File: src/hdl/controlPkg.sv
// Control unit shared definitions
`default_nettype none

package controlPkg;

   localparam int OpcodeWidth = 5;
   localparam int CondWidth   = 3;

   localparam int FlagC = 0;
   localparam int FlagZ = 1;
   localparam int FlagN = 2;
   localparam int FlagV = 3;

   typedef logic [OpcodeWidth+CondWidth-1:0] instrField_t;   // Opcode above condition
   typedef logic [3:0]                       flags_t;

   typedef enum logic [OpcodeWidth-1:0] {
      ADD    = 5'd0,  ADDI  = 5'd1,  ADDIB = 5'd2,  ADC    = 5'd3,
      ADCI   = 5'd4,  SUB   = 5'd5,  SUBI  = 5'd6,  SUBIB  = 5'd7,
      SUC    = 5'd8,  SUCI  = 5'd9,  NEG   = 5'd10, CMP    = 5'd11,
      CMPI   = 5'd12, AND   = 5'd13, OR    = 5'd14, XOR    = 5'd15,
      NOT    = 5'd16, NAND  = 5'd17, NOR   = 5'd18, LSL    = 5'd19,
      LSR    = 5'd20, ASR   = 5'd21, LUI   = 5'd22, LLI    = 5'd23,
      LDW    = 5'd24, STW   = 5'd25, BRANCH = 5'd28
   } opcode_t;

   typedef enum logic [CondWidth-1:0] {
      BR, BNE, BE, BLT, BGE, BWL, RET, JMP
   } branchCode_t;

   typedef enum logic [3:0] {
      FnA, FnADD, FnADC, FnSUB, FnNEG, FnAND, FnOR, FnXOR,
      FnNOT, FnNAND, FnNOR, FnLSL, FnLSR, FnASR, FnLUI, FnLLI
   } aluFunction_t;

   typedef enum logic       {Op1Rd1, Op1Pc}              op1Select_t;
   typedef enum logic [1:0] {Op2Imm, Op2Rd2, Op2Zero}    op2Select_t;
   typedef enum logic       {ImmLong, ImmShort}          immSelect_t;
   typedef enum logic       {Rs1Ra, Rs1Rd}               rs1Select_t;
   typedef enum logic       {RwRd}                       rwSelect_t;
   typedef enum logic       {WdAlu, WdSys}               wdSelect_t;
   typedef enum logic [1:0] {Pc1, PcAluOut, PcSysbus}    pcSelect_t;
   typedef enum logic       {LrSys, LrPc}                lrSelect_t;

   typedef enum logic       {Fetch, Execute}                          majorPhase_t;
   typedef enum logic [2:0] {Cycle0, Cycle1, Cycle2, Cycle3, Cycle4} subCycle_t;
   typedef enum logic [1:0] {ClassSingle, ClassLoad, ClassStore}    instrClass_t;

   typedef struct packed {
      aluFunction_t aluOp;
      op1Select_t   op1Sel;
      op2Select_t   op2Sel;
      immSelect_t   immSel;
      rs1Select_t   rs1Sel;
      rwSelect_t    rwSel;
      wdSelect_t    wdSel;
      pcSelect_t    pcSel;
      lrSelect_t    lrSel;
      logic         aluEn;   // ALU result onto sysbus
      logic         aluWe;
      logic         regWe;
      logic         pcWe;
      logic         pcEn;    // PC onto sysbus
      logic         irWe;
      logic         lrEn;
      logic         lrWe;
   } datapathCtrl_t;

   typedef struct packed {
      logic ale;
      logic nMe;
      logic nOe;
      logic nWe;
      logic enb;
      logic memEn;   // Pad direction
   } busCtrl_t;

   // Quiet control word, everything off
   localparam datapathCtrl_t DatapathIdle = '{
      aluOp: FnA, op1Sel: Op1Rd1, op2Sel: Op2Imm, immSel: ImmLong,
      rs1Sel: Rs1Ra, rwSel: RwRd, wdSel: WdAlu, pcSel: Pc1, lrSel: LrSys,
      aluEn: 1'b0, aluWe: 1'b0, regWe: 1'b0, pcWe: 1'b0,
      pcEn: 1'b0, irWe: 1'b0, lrEn: 1'b0, lrWe: 1'b0
   };

   localparam busCtrl_t BusIdle = '{
      ale: 1'b0, nMe: 1'b1, nOe: 1'b0, nWe: 1'b0, enb: 1'b0, memEn: 1'b0
   };

endpackage

`default_nettype wire

File: src/hdl/phaseSequencer.sv
// Fetch and execute phase sequencer
`timescale 1ns/1ps
`default_nettype none

module phaseSequencer (
   input  wire                     Clock,
   input  wire                     nReset,
   input  controlPkg::instrClass_t Class,
   input  logic                    nWait,
   output controlPkg::majorPhase_t Phase,
   output controlPkg::subCycle_t   SubCycle
);

   import controlPkg::*;

   majorPhase_t phaseNext;
   subCycle_t   subCycleNext;

   always_comb begin
      phaseNext    = Phase;
      subCycleNext = SubCycle;
      if (Phase == Fetch) begin
         case (SubCycle)
            Cycle0: subCycleNext = Cycle1;
            Cycle1: subCycleNext = Cycle2;
            Cycle2: if (nWait) subCycleNext = Cycle3;   // Instruction read stretch
            default: begin
               phaseNext    = Execute;
               subCycleNext = Cycle0;
            end
         endcase
      end else begin
         case (SubCycle)
            Cycle0: begin
               if (Class == ClassSingle) begin
                  phaseNext = Fetch;                  // Done in one cycle
               end else begin
                  subCycleNext = Cycle1;              // Memory access path
               end
            end
            Cycle1: subCycleNext = Cycle2;
            Cycle2: subCycleNext = Cycle3;
            Cycle3: if (nWait) subCycleNext = Cycle4;   // Data read or write stretch
            default: begin
               phaseNext    = Fetch;
               subCycleNext = Cycle0;
            end
         endcase
      end
   end

   always_ff @(posedge Clock or negedge nReset) begin
      if (!nReset) begin
         Phase    <= Fetch;
         SubCycle <= Cycle0;
      end else begin
         Phase    <= phaseNext;
         SubCycle <= subCycleNext;
      end
   end

endmodule

`default_nettype wire

File: src/hdl/instructionDecoder.sv
// Datapath control word decoder
`timescale 1ns/1ps
`default_nettype none

module instructionDecoder (
   input  controlPkg::opcode_t       Opcode,
   input  controlPkg::branchCode_t   BranchCode,
   input  controlPkg::majorPhase_t   Phase,
   input  controlPkg::subCycle_t     SubCycle,
   input  logic                      BranchTaken,
   output controlPkg::instrClass_t   Class,
   output logic                      StatusWe,
   output controlPkg::datapathCtrl_t DatapathCtrl
);

   import controlPkg::*;

   logic aluGroup;   // Flag writing ALU and immediate ops

   function automatic aluFunction_t aluFunctionOf(input opcode_t op);
      case (op)
         ADD, ADDI, ADDIB:            return FnADD;
         ADC, ADCI, SUC, SUCI:        return FnADC;   // Carry path serves both
         SUB, SUBI, SUBIB, CMP, CMPI: return FnSUB;
         NEG:                         return FnNEG;
         AND:                         return FnAND;
         OR:                          return FnOR;
         XOR:                         return FnXOR;
         NOT:                         return FnNOT;
         NAND:                        return FnNAND;
         NOR:                         return FnNOR;
         LSL:                         return FnLSL;
         LSR:                         return FnLSR;
         ASR:                         return FnASR;
         LUI:                         return FnLUI;
         LLI:                         return FnLLI;
         default:                     return FnA;
      endcase
   endfunction

   always_comb begin
      Class    = ClassSingle;
      aluGroup = 1'b0;
      case (Opcode)
         LDW: Class = ClassLoad;
         STW: Class = ClassStore;
         ADD, ADDI, ADDIB, ADC, ADCI, SUB, SUBI, SUBIB, SUC, SUCI, NEG, CMP, CMPI,
         AND, OR, XOR, NOT, NAND, NOR, LSL, LSR, ASR: aluGroup = 1'b1;
         default: ;
      endcase
   end

   always_comb begin
      DatapathCtrl = DatapathIdle;
      StatusWe     = 1'b0;
      if (Phase == Fetch) begin
         case (SubCycle)
            Cycle0: DatapathCtrl.pcEn = 1'b1;   // PC out as fetch address
            Cycle3: DatapathCtrl.irWe = 1'b1;
            default: ;
         endcase
      end else begin
         case (SubCycle)
            Cycle0: begin
               case (Opcode)
                  ADD, ADC, SUB, SUC, CMP, AND, OR, XOR, NAND, NOR:
                     DatapathCtrl.op2Sel = Op2Rd2;
                  ADDI, ADCI, SUBI, SUCI, CMPI, LSL, LSR, ASR:
                     DatapathCtrl.immSel = ImmShort;
                  ADDIB, SUBIB: DatapathCtrl.rs1Sel = Rs1Rd;   // Byte immediate into Rd
                  NEG, NOT:     DatapathCtrl.op2Sel = Op2Zero;
                  LUI, LLI: begin
                     DatapathCtrl.aluOp  = aluFunctionOf(Opcode);
                     DatapathCtrl.rs1Sel = Rs1Rd;
                     DatapathCtrl.aluEn  = 1'b1;
                     DatapathCtrl.regWe  = 1'b1;
                     DatapathCtrl.pcWe   = 1'b1;
                  end
                  LDW, STW: begin                               // Effective address
                     DatapathCtrl.aluOp  = FnADD;
                     DatapathCtrl.immSel = ImmShort;
                     DatapathCtrl.aluEn  = 1'b1;
                     DatapathCtrl.aluWe  = 1'b1;
                  end
                  BRANCH: begin
                     DatapathCtrl.pcWe = 1'b1;
                     case (BranchCode)
                        RET: begin
                           DatapathCtrl.lrEn  = 1'b1;
                           DatapathCtrl.pcSel = PcSysbus;
                        end
                        JMP: begin
                           DatapathCtrl.aluOp  = FnADD;
                           DatapathCtrl.immSel = ImmShort;
                           DatapathCtrl.pcSel  = PcAluOut;
                        end
                        default: begin                          // PC relative
                           DatapathCtrl.aluOp  = FnADD;
                           DatapathCtrl.op1Sel = Op1Pc;
                           DatapathCtrl.aluEn  = 1'b1;
                           if (BranchTaken) begin
                              DatapathCtrl.pcSel = PcAluOut;
                              if (BranchCode == BWL) begin
                                 DatapathCtrl.lrWe  = 1'b1;
                                 DatapathCtrl.lrSel = LrPc;
                              end
                           end
                        end
                     endcase
                  end
                  default: ;
               endcase
               if (aluGroup) begin
                  DatapathCtrl.aluOp = aluFunctionOf(Opcode);
                  DatapathCtrl.regWe = !(Opcode == CMP || Opcode == CMPI);
                  DatapathCtrl.pcWe  = 1'b1;
                  DatapathCtrl.pcEn  = 1'b1;
                  StatusWe           = 1'b1;
               end
            end
            Cycle1: begin                                       // Address held for ale
               DatapathCtrl.aluOp  = FnADD;
               DatapathCtrl.immSel = ImmShort;
               DatapathCtrl.aluEn  = 1'b1;
            end
            Cycle2: begin
               if (Class == ClassStore) begin                   // Latch store data
                  DatapathCtrl.aluOp  = FnADD;
                  DatapathCtrl.op2Sel = Op2Zero;
                  DatapathCtrl.rs1Sel = Rs1Rd;
                  DatapathCtrl.aluWe  = 1'b1;
                  DatapathCtrl.aluEn  = 1'b1;
               end
            end
            Cycle3: begin
               if (Class == ClassStore) begin
                  DatapathCtrl.aluOp  = FnADD;
                  DatapathCtrl.op2Sel = Op2Zero;
                  DatapathCtrl.aluEn  = 1'b1;
               end
            end
            default: begin
               DatapathCtrl.pcWe = 1'b1;                        // Step to next instruction
               if (Class == ClassLoad) begin
                  DatapathCtrl.wdSel = WdSys;
                  DatapathCtrl.regWe = 1'b1;
               end else begin
                  DatapathCtrl.aluOp  = FnADD;
                  DatapathCtrl.op2Sel = Op2Zero;
                  DatapathCtrl.aluEn  = 1'b1;
               end
            end
         endcase
      end
   end

endmodule

`default_nettype wire

File: src/hdl/flagUnit.sv
// Status register and branch conditions
`timescale 1ns/1ps
`default_nettype none

module flagUnit (
   input  wire                     Clock,
   input  wire                     nReset,
   input  controlPkg::flags_t      Flags,
   input  logic                    StatusWe,
   input  controlPkg::branchCode_t BranchCode,
   output controlPkg::flags_t      StatusReg,
   output logic                    CFlag,
   output logic                    BranchTaken
);

   import controlPkg::*;

   always_ff @(posedge Clock or negedge nReset) begin
      if (!nReset) begin
         StatusReg <= '0;
      end else if (StatusWe) begin
         StatusReg <= Flags;   // Only raised in Execute Cycle0
      end
   end

   assign CFlag = StatusReg[FlagC];

   always_comb begin
      case (BranchCode)
         BR, BWL, JMP: BranchTaken = 1'b1;
         BNE:          BranchTaken = !StatusReg[FlagZ];
         BE:           BranchTaken = StatusReg[FlagZ];
         BLT:          BranchTaken = StatusReg[FlagN] ^ StatusReg[FlagV];
         BGE:          BranchTaken = !(StatusReg[FlagN] ^ StatusReg[FlagV]);
         default:      BranchTaken = 1'b0;   // RET has its own PC source
      endcase
   end

endmodule

`default_nettype wire

File: src/hdl/busCycleGenerator.sv
// Memory bus strobe generator
`timescale 1ns/1ps
`default_nettype none

module busCycleGenerator (
   input  controlPkg::majorPhase_t Phase,
   input  controlPkg::subCycle_t   SubCycle,
   input  controlPkg::instrClass_t Class,
   output controlPkg::busCtrl_t    BusCtrl
);

   import controlPkg::*;

   always_comb begin
      BusCtrl = BusIdle;
      if (Phase == Fetch) begin
         case (SubCycle)
            Cycle0: begin                   // Address phase
               BusCtrl.ale = 1'b1;
               BusCtrl.nWe = 1'b1;
               BusCtrl.nOe = 1'b1;
            end
            Cycle1: begin
               BusCtrl.nMe   = 1'b0;
               BusCtrl.nWe   = 1'b1;
               BusCtrl.memEn = 1'b1;
            end
            Cycle2: begin                   // Opcode on the pads
               BusCtrl.nMe   = 1'b0;
               BusCtrl.nWe   = 1'b1;
               BusCtrl.memEn = 1'b1;
               BusCtrl.enb   = 1'b1;
            end
            default: begin
               BusCtrl.nWe   = 1'b1;
               BusCtrl.memEn = 1'b1;
            end
         endcase
      end else if (Class != ClassSingle) begin
         case (SubCycle)
            Cycle1: begin
               BusCtrl.ale = 1'b1;
               BusCtrl.nWe = 1'b1;
               BusCtrl.nOe = 1'b1;
            end
            Cycle2: begin
               BusCtrl.nMe   = 1'b0;
               BusCtrl.nOe   = 1'b1;
               BusCtrl.nWe   = 1'b1;
               BusCtrl.memEn = (Class == ClassLoad);
            end
            Cycle3: begin
               BusCtrl.nMe = 1'b0;
               if (Class == ClassLoad) begin
                  BusCtrl.nWe   = 1'b1;
                  BusCtrl.memEn = 1'b1;
                  BusCtrl.enb   = 1'b1;   // Read data in
               end else begin
                  BusCtrl.nOe = 1'b1;     // Write strobe, nWe low
               end
            end
            Cycle4: begin                 // Release, nMe back high
               if (Class == ClassLoad) begin
                  BusCtrl.nWe   = 1'b1;
                  BusCtrl.memEn = 1'b1;
               end else begin
                  BusCtrl.nOe = 1'b1;
               end
            end
            default: ;
         endcase
      end
   end

endmodule

`default_nettype wire

File: src/hdl/controlUnit.sv
// Multicycle processor control unit
`timescale 1ns/1ps
`default_nettype none

module controlUnit (
   input  wire                       Clock,
   input  wire                       nReset,
   input  controlPkg::instrField_t   InstrIn,
   input  controlPkg::flags_t        Flags,
   input  logic                      nWait,
   output controlPkg::datapathCtrl_t DatapathCtrl,
   output controlPkg::busCtrl_t      BusCtrl,
   output controlPkg::flags_t        StatusReg,
   output logic                      CFlag
);

   import controlPkg::*;

   opcode_t     opcode;
   branchCode_t branchCode;
   majorPhase_t phase;
   subCycle_t   subCycle;
   instrClass_t instrClass;
   logic        statusWe;
   logic        branchTaken;

   // Opcode in the upper bits, condition below
   assign opcode     = opcode_t'(InstrIn[CondWidth +: OpcodeWidth]);
   assign branchCode = branchCode_t'(InstrIn[CondWidth-1:0]);

   phaseSequencer i_phaseSequencer (
      .Clock    (Clock),
      .nReset   (nReset),
      .Class    (instrClass),
      .nWait    (nWait),
      .Phase    (phase),
      .SubCycle (subCycle)
   );

   instructionDecoder i_instructionDecoder (
      .Opcode       (opcode),
      .BranchCode   (branchCode),
      .Phase        (phase),
      .SubCycle     (subCycle),
      .BranchTaken  (branchTaken),
      .Class        (instrClass),
      .StatusWe     (statusWe),
      .DatapathCtrl (DatapathCtrl)
   );

   flagUnit i_flagUnit (
      .Clock       (Clock),
      .nReset      (nReset),
      .Flags       (Flags),
      .StatusWe    (statusWe),
      .BranchCode  (branchCode),
      .StatusReg   (StatusReg),
      .CFlag       (CFlag),
      .BranchTaken (branchTaken)
   );

   busCycleGenerator i_busCycleGenerator (
      .Phase    (phase),
      .SubCycle (subCycle),
      .Class    (instrClass),
      .BusCtrl  (BusCtrl)
   );

endmodule

`default_nettype wire

File: config.mk
export PLATFORM = sky130hd
export DESIGN_NAME = controlUnit
export DESIGN_NICKNAME = d
export VERILOG_FILES = /design/src/hdl/controlPkg.sv /design/src/hdl/phaseSequencer.sv /design/src/hdl/instructionDecoder.sv /design/src/hdl/flagUnit.sv /design/src/hdl/busCycleGenerator.sv /design/src/hdl/controlUnit.sv
export SDC_FILE = /design/constraint.sdc
export NUM_CORES = 1
export LEC_CHECK = 0
export BUFFER_PORTS_ARGS = -buffer_cell sky130_fd_sc_hd__buf_2
export CAP_MARGIN = 5
export CORE_MARGIN = 2
export CORE_UTILIZATION = 53
export CTS_CLUSTER_DIAMETER = 150
export DETAILED_ROUTE_END_ITERATION = 8
export GPL_ROUTABILITY_DRIVEN = 0
export PLACE_DENSITY = 0.87
export SETUP_SLACK_MARGIN = 0.1
export SYNTH_ARGS = -nofsm -noshare
export SYNTH_HDL_FRONTEND = slang
export SYNTH_SLANG_ARGS = --single-unit
export TNS_END_PERCENT = 100
File: constraint.sdc
create_clock -name Clock -period 2.91 [get_ports Clock]
set_input_delay 0 -clock Clock [delete_from_list [all_inputs] [get_ports Clock]]
set_output_delay 0 -clock Clock [all_outputs]
set_load 0.005 [all_outputs]
==> flow_results.org <==
** Worst setup path
- Critical Path Start Type :: flop
- Worst path required time :: 2.91 ns
- Of all nets on the critical path, the largest fanout is 21.
- Cell type group with the largest total delay on the critical path :: flip-flops
- Start-to-end type of the worst setup path :: flop to primary output
- Critical Path, Cell by Cell :: nor2_1 -> a21oi_1 -> o22a_1 -> o21ai_0 -> buf_2
- Counting both buffers and inverters, the worst setup path holds a total of 1.
- Data arrival at the endpoint of the critical path :: 1.92 ns
- Slowest stage cell, crit path :: sky130_fd_sc_hd__dfrtp_1
- The worst setup path is captured at a primary output.
- For this run, the slowest stage of the critical path takes between 0.5 and 0.6 ns.

** Power and ir drop
- The design draws 0.00104 W.
- Clock power frac :: under 10%
- The analysis attributes to net switching a power of 0.000514 W.
- Lkg Pwr :: 0.658 nW
- Combinational logic is responsible for roughly three fifths of the overall power.
- Of the total power, registers draw 30.3%.
- Net switching is 49.3% of the power.
- Power spread over the standard cell area amounts to 723 nW/um^2.
- Internal power of the cells :: 0.000528 W
- Worst vdd ir :: 0.615 mV

** Clocking
- In this run the number of H-tree levels came out at 1.
- Clock transition at the registers of the reported paths :: 0.07 ns
- Clock tree from TritonCTS :: built
- The later pin in the worst-skew pair is clocked with a latency of 0.27 ns.
- The cell sitting at the root of the clock tree is a sky130_fd_sc_hd__clkbuf_4.
- Total setup buffers inserted after CTS :: 0
- Number of CTS-inserted buffers :: 3
- TritonCTS sink count :: 8
- The clock passes through at most 2 buffers.

** Floorplanning
- Floorplan die area :: roughly 2700 sq um
- Starting Density :: 55.6%
- Row generation in the floorplan step produced 17 rows.
- Boundary pin count :: 48
- Vertical die dimension :: 51.9 microns
- The core region is 2190 sq um.
- The floorplan step set the die width to about 52 microns.

** GRT
- Routing usage on met3 :: 4.89%
- Met2 global-route usage :: 43.5%
- For met1 alone, demand over resource in global routing was 31.9%.
- Entering global routing, the biggest net connects 25 pins.
- Global routing consumed, over all layers together, between 20% and 30% of the routing resources.
- Global-route wire length before repair :: between 5000 and 6000 microns
- After global routing the overflow that remains totals 0.
- Number of antenna violations at the first check in global routing :: 0
- The number of global-route vias before repair came to ~1200.
- Most Crowded Layer GR :: met2

** STA
- Post-route setup TNS :: 0 ns
- Worst hold slack after final layout :: 0.137 ns
- The final-report max-slew violation count was 0.
- Clock period minus final worst setup slack :: 1.92 ns
- Ratio of final minimum period to clock period :: 65.9%
- The worst pin sits at a relative slew slack of 54.2%.
- Setup violations remaining at the end of the flow were counted as 0.
- Timing would allow up to 522 MHz.
- The number of hold-slack violations in the final timing report was 0.
- Post-Route Skew :: ~0.023 ns
- For the pin with the worst max-slew slack, the measured transition is 0.687 ns.
- Setup repair after global routing left no endpoint under its margin.
- Setup slack on the critical path of the routed design comes to 0.992 ns.

** Cells and area
- The multi-input combinational cells in the finished layout cover a total of 877 sq um.
- Area added between synthesis and finish :: 18.3%
- Number of antenna cells inserted :: 0
- In the final layout, the share of cells above drive strength 1 is 29.7%.
- Final core utilization :: 65.7%
- The sequential cells in the finished layout cover a total of 200 sq um.
- The top cell types in the final layout, fill and taps aside, are sky130_fd_sc_hd__buf_2, sky130_fd_sc_hd__a21oi_1, sky130_fd_sc_hd__nand2_1, sky130_fd_sc_hd__nor2_1.
- Filler Cells Inserted :: 201
- Final layout net count :: 226
- Leaving out fill and tap cells, the most frequent cell in the layout is sky130_fd_sc_hd__buf_2.

** Placement
- Once detailed placement completed, the half-perimeter wirelength came to 2210 microns.
- Post-placement setup slack :: 1.07 ns
- Port buffering added 46 buffers.

** Logic synthesis
- Warnings, synthesis :: 0
- Mapped Cells :: between 150 and 200
- Number of distinct library cells after synthesis :: 47
- Synthesized netlist net count :: 191
- Synth Register Bits :: 8
- Synthesized cell area :: roughly 1200 sq um
- Sequential-to-total area share from yosys stat :: 16.4%
- Syn_area_per_cell :: between 6 and 7 sq um

** Job
- Across the run, the number of max-cap violations was 0.

** Drt
- In this run the remaining antenna-violating nets after routing total 0.
- Drt total wl :: 3410 microns
- In the final routed layout, each cell accounts on average for 14.4 microns.
- DR vias :: ~1400
- The first TritonRoute pass finished after 5 iterations.
- In the routed design, unresolved DRC markers number 0.
- After detailed routing, the number of vias per cell comes to 5.88.
- The detailed router finished its first iteration with ~60 violations.

** Outcome
- Run status :: completed

** Worst hold path
- The worst hold path belongs to the class primary input to asynchronous set/reset pin.
-- synth_stat cells, drive strengths merged --
library cell | n | share of area [%]
a21oi | 22 | 10
buf | 21 | 10
nand2 | 18 | 5.8
nor2 | 14 | 4.3
nor3 | 12 | 6.3
o21ai | 11 | 4.5
nand2b | 9 | 4.6
dfrtp | 8 | 16
a211oi | 5 | 3.1
inv | 4 | 1.2
mux2 | 4 | 3.7
nand3 | 4 | 1.6
nand3b | 4 | 2.5
a31oi | 3 | 1.5
mux2i | 3 | 2.5
nor2b | 3 | 1.5
nor3b | 3 | 1.8
o21a | 3 | 1.8
a31o | 2 | 1.4
and3 | 2 | 1.0
o22a | 2 | 1.4
xor2 | 2 | 1.4
a2111oi | 1 | 1.2
a22oi | 1 | 0.62
a311o | 1 | 0.82
a41oi | 1 | 0.72
and2 | 1 | 0.51
and3b | 1 | 0.72
and4 | 1 | 0.72
clkbuf | 1 | 0.31
conb | 1 | 0.31
nand4b | 1 | 0.72
nand4bb | 1 | 0.92
nor4 | 1 | 0.51
o22ai | 1 | 0.51
o311ai | 1 | 0.72
or2 | 1 | 0.51
or3 | 1 | 0.51
xnor2 | 1 | 0.72
-- layer usage --
metal / wire length, microns / vias to the layer above
li1: - / 692
met1: 1390 / 635
met2: 1710 / 58
met3: 205 / 8
met4: 108 / 0
met5: 0 / -
-- stage by stage --
stage | instances | cell area [sq um]
5_1_grt | 237 | 1440
4_1_cts | 236 | 1430
2_1_floorplan | 176 | 1220
3_5_place_dp | 228 | 1360
6_report | 237 | 1440
3_3_place_gp | 228 | 1360
-- sequential cells by signal, indices dropped and copies added, names as in the netlist --
name,count
i_phaseSequencer.Phase,1
i_phaseSequencer.SubCycle,3
i_flagUnit.StatusReg,4
-- cells by family (layout without fill, tap and decap cells) --
family	Yosys count	count (layout)	synth area share, %
AO/OA/AOI/OAI	54	54	28.8
flip-flops	8	8	16.4
XOR/XNOR	3	3	2.16
buffers and inverters	26	59	11.5
multiplexers	7	7	6.17
other	1	1	0.308
AND/OR/NAND/NOR	77	77	34.6
-- power groups by stage --
stage	Clock [W]	Combinational, W	Sequential, W
after floorplan	0	0.000526	0.000216
after global placement	0	0.000601	0.000305
after detailed placement	0	0.000611	0.000310
after CTS	0.0000860	0.000622	0.000310
after global routing	0.0000973	0.000708	0.000335
final	0.0000892	0.000636	0.000316
-- worst register-to-register path, stage by stage (launching register included) --
cell,delay (ns)
sky130_fd_sc_hd__dfrtp_1,0.59
sky130_fd_sc_hd__nor3_2,0.32
sky130_fd_sc_hd__nand2_1,0.22
sky130_fd_sc_hd__a21oi_4,0.28
sky130_fd_sc_hd__mux2_2,0.39
-- cell type report --
cell class                      instances  area share [%]
Clock buffer                            3            1.56
Timing Repair Buffer                   52            20.2
Tap cell                               28            2.43
Sequential cell                         8            13.9
Inverter                                4            1.04
Multi-Input combinational cell        142            60.9
-- final timing paths --
path	endpoint	from	slack [ns]	cells after the start
worst max-delay path	BusCtrl[2]	i_phaseSequencer.SubCycle[1]$_DFFE_PN0P_	0.99	5
worst max register to register	i_flagUnit.StatusReg[3]$_DFFE_PN0P_	i_phaseSequencer.SubCycle[1]$_DFFE_PN0P_	1.02	4
worst min register to register	i_flagUnit.StatusReg[0]$_DFFE_PN0P_	i_flagUnit.StatusReg[0]$_DFFE_PN0P_	0.54	1
max in group asynchronous	i_flagUnit.StatusReg[0]$_DFFE_PN0P_	nReset	2.57	2
min in group Clock	DatapathCtrl[10]	InstrIn[0]	0.32	3
worst min-delay path	i_flagUnit.StatusReg[3]$_DFFE_PN0P_	nReset	0.14	2
-- repair_timing --
action                                 in CTS  in global routing
endpoints found under the hold margin      12                  1
hold buffers                                5                  1
resized for setup                           0                  0
Note: power is estimated with default switching activity, not from simulation.
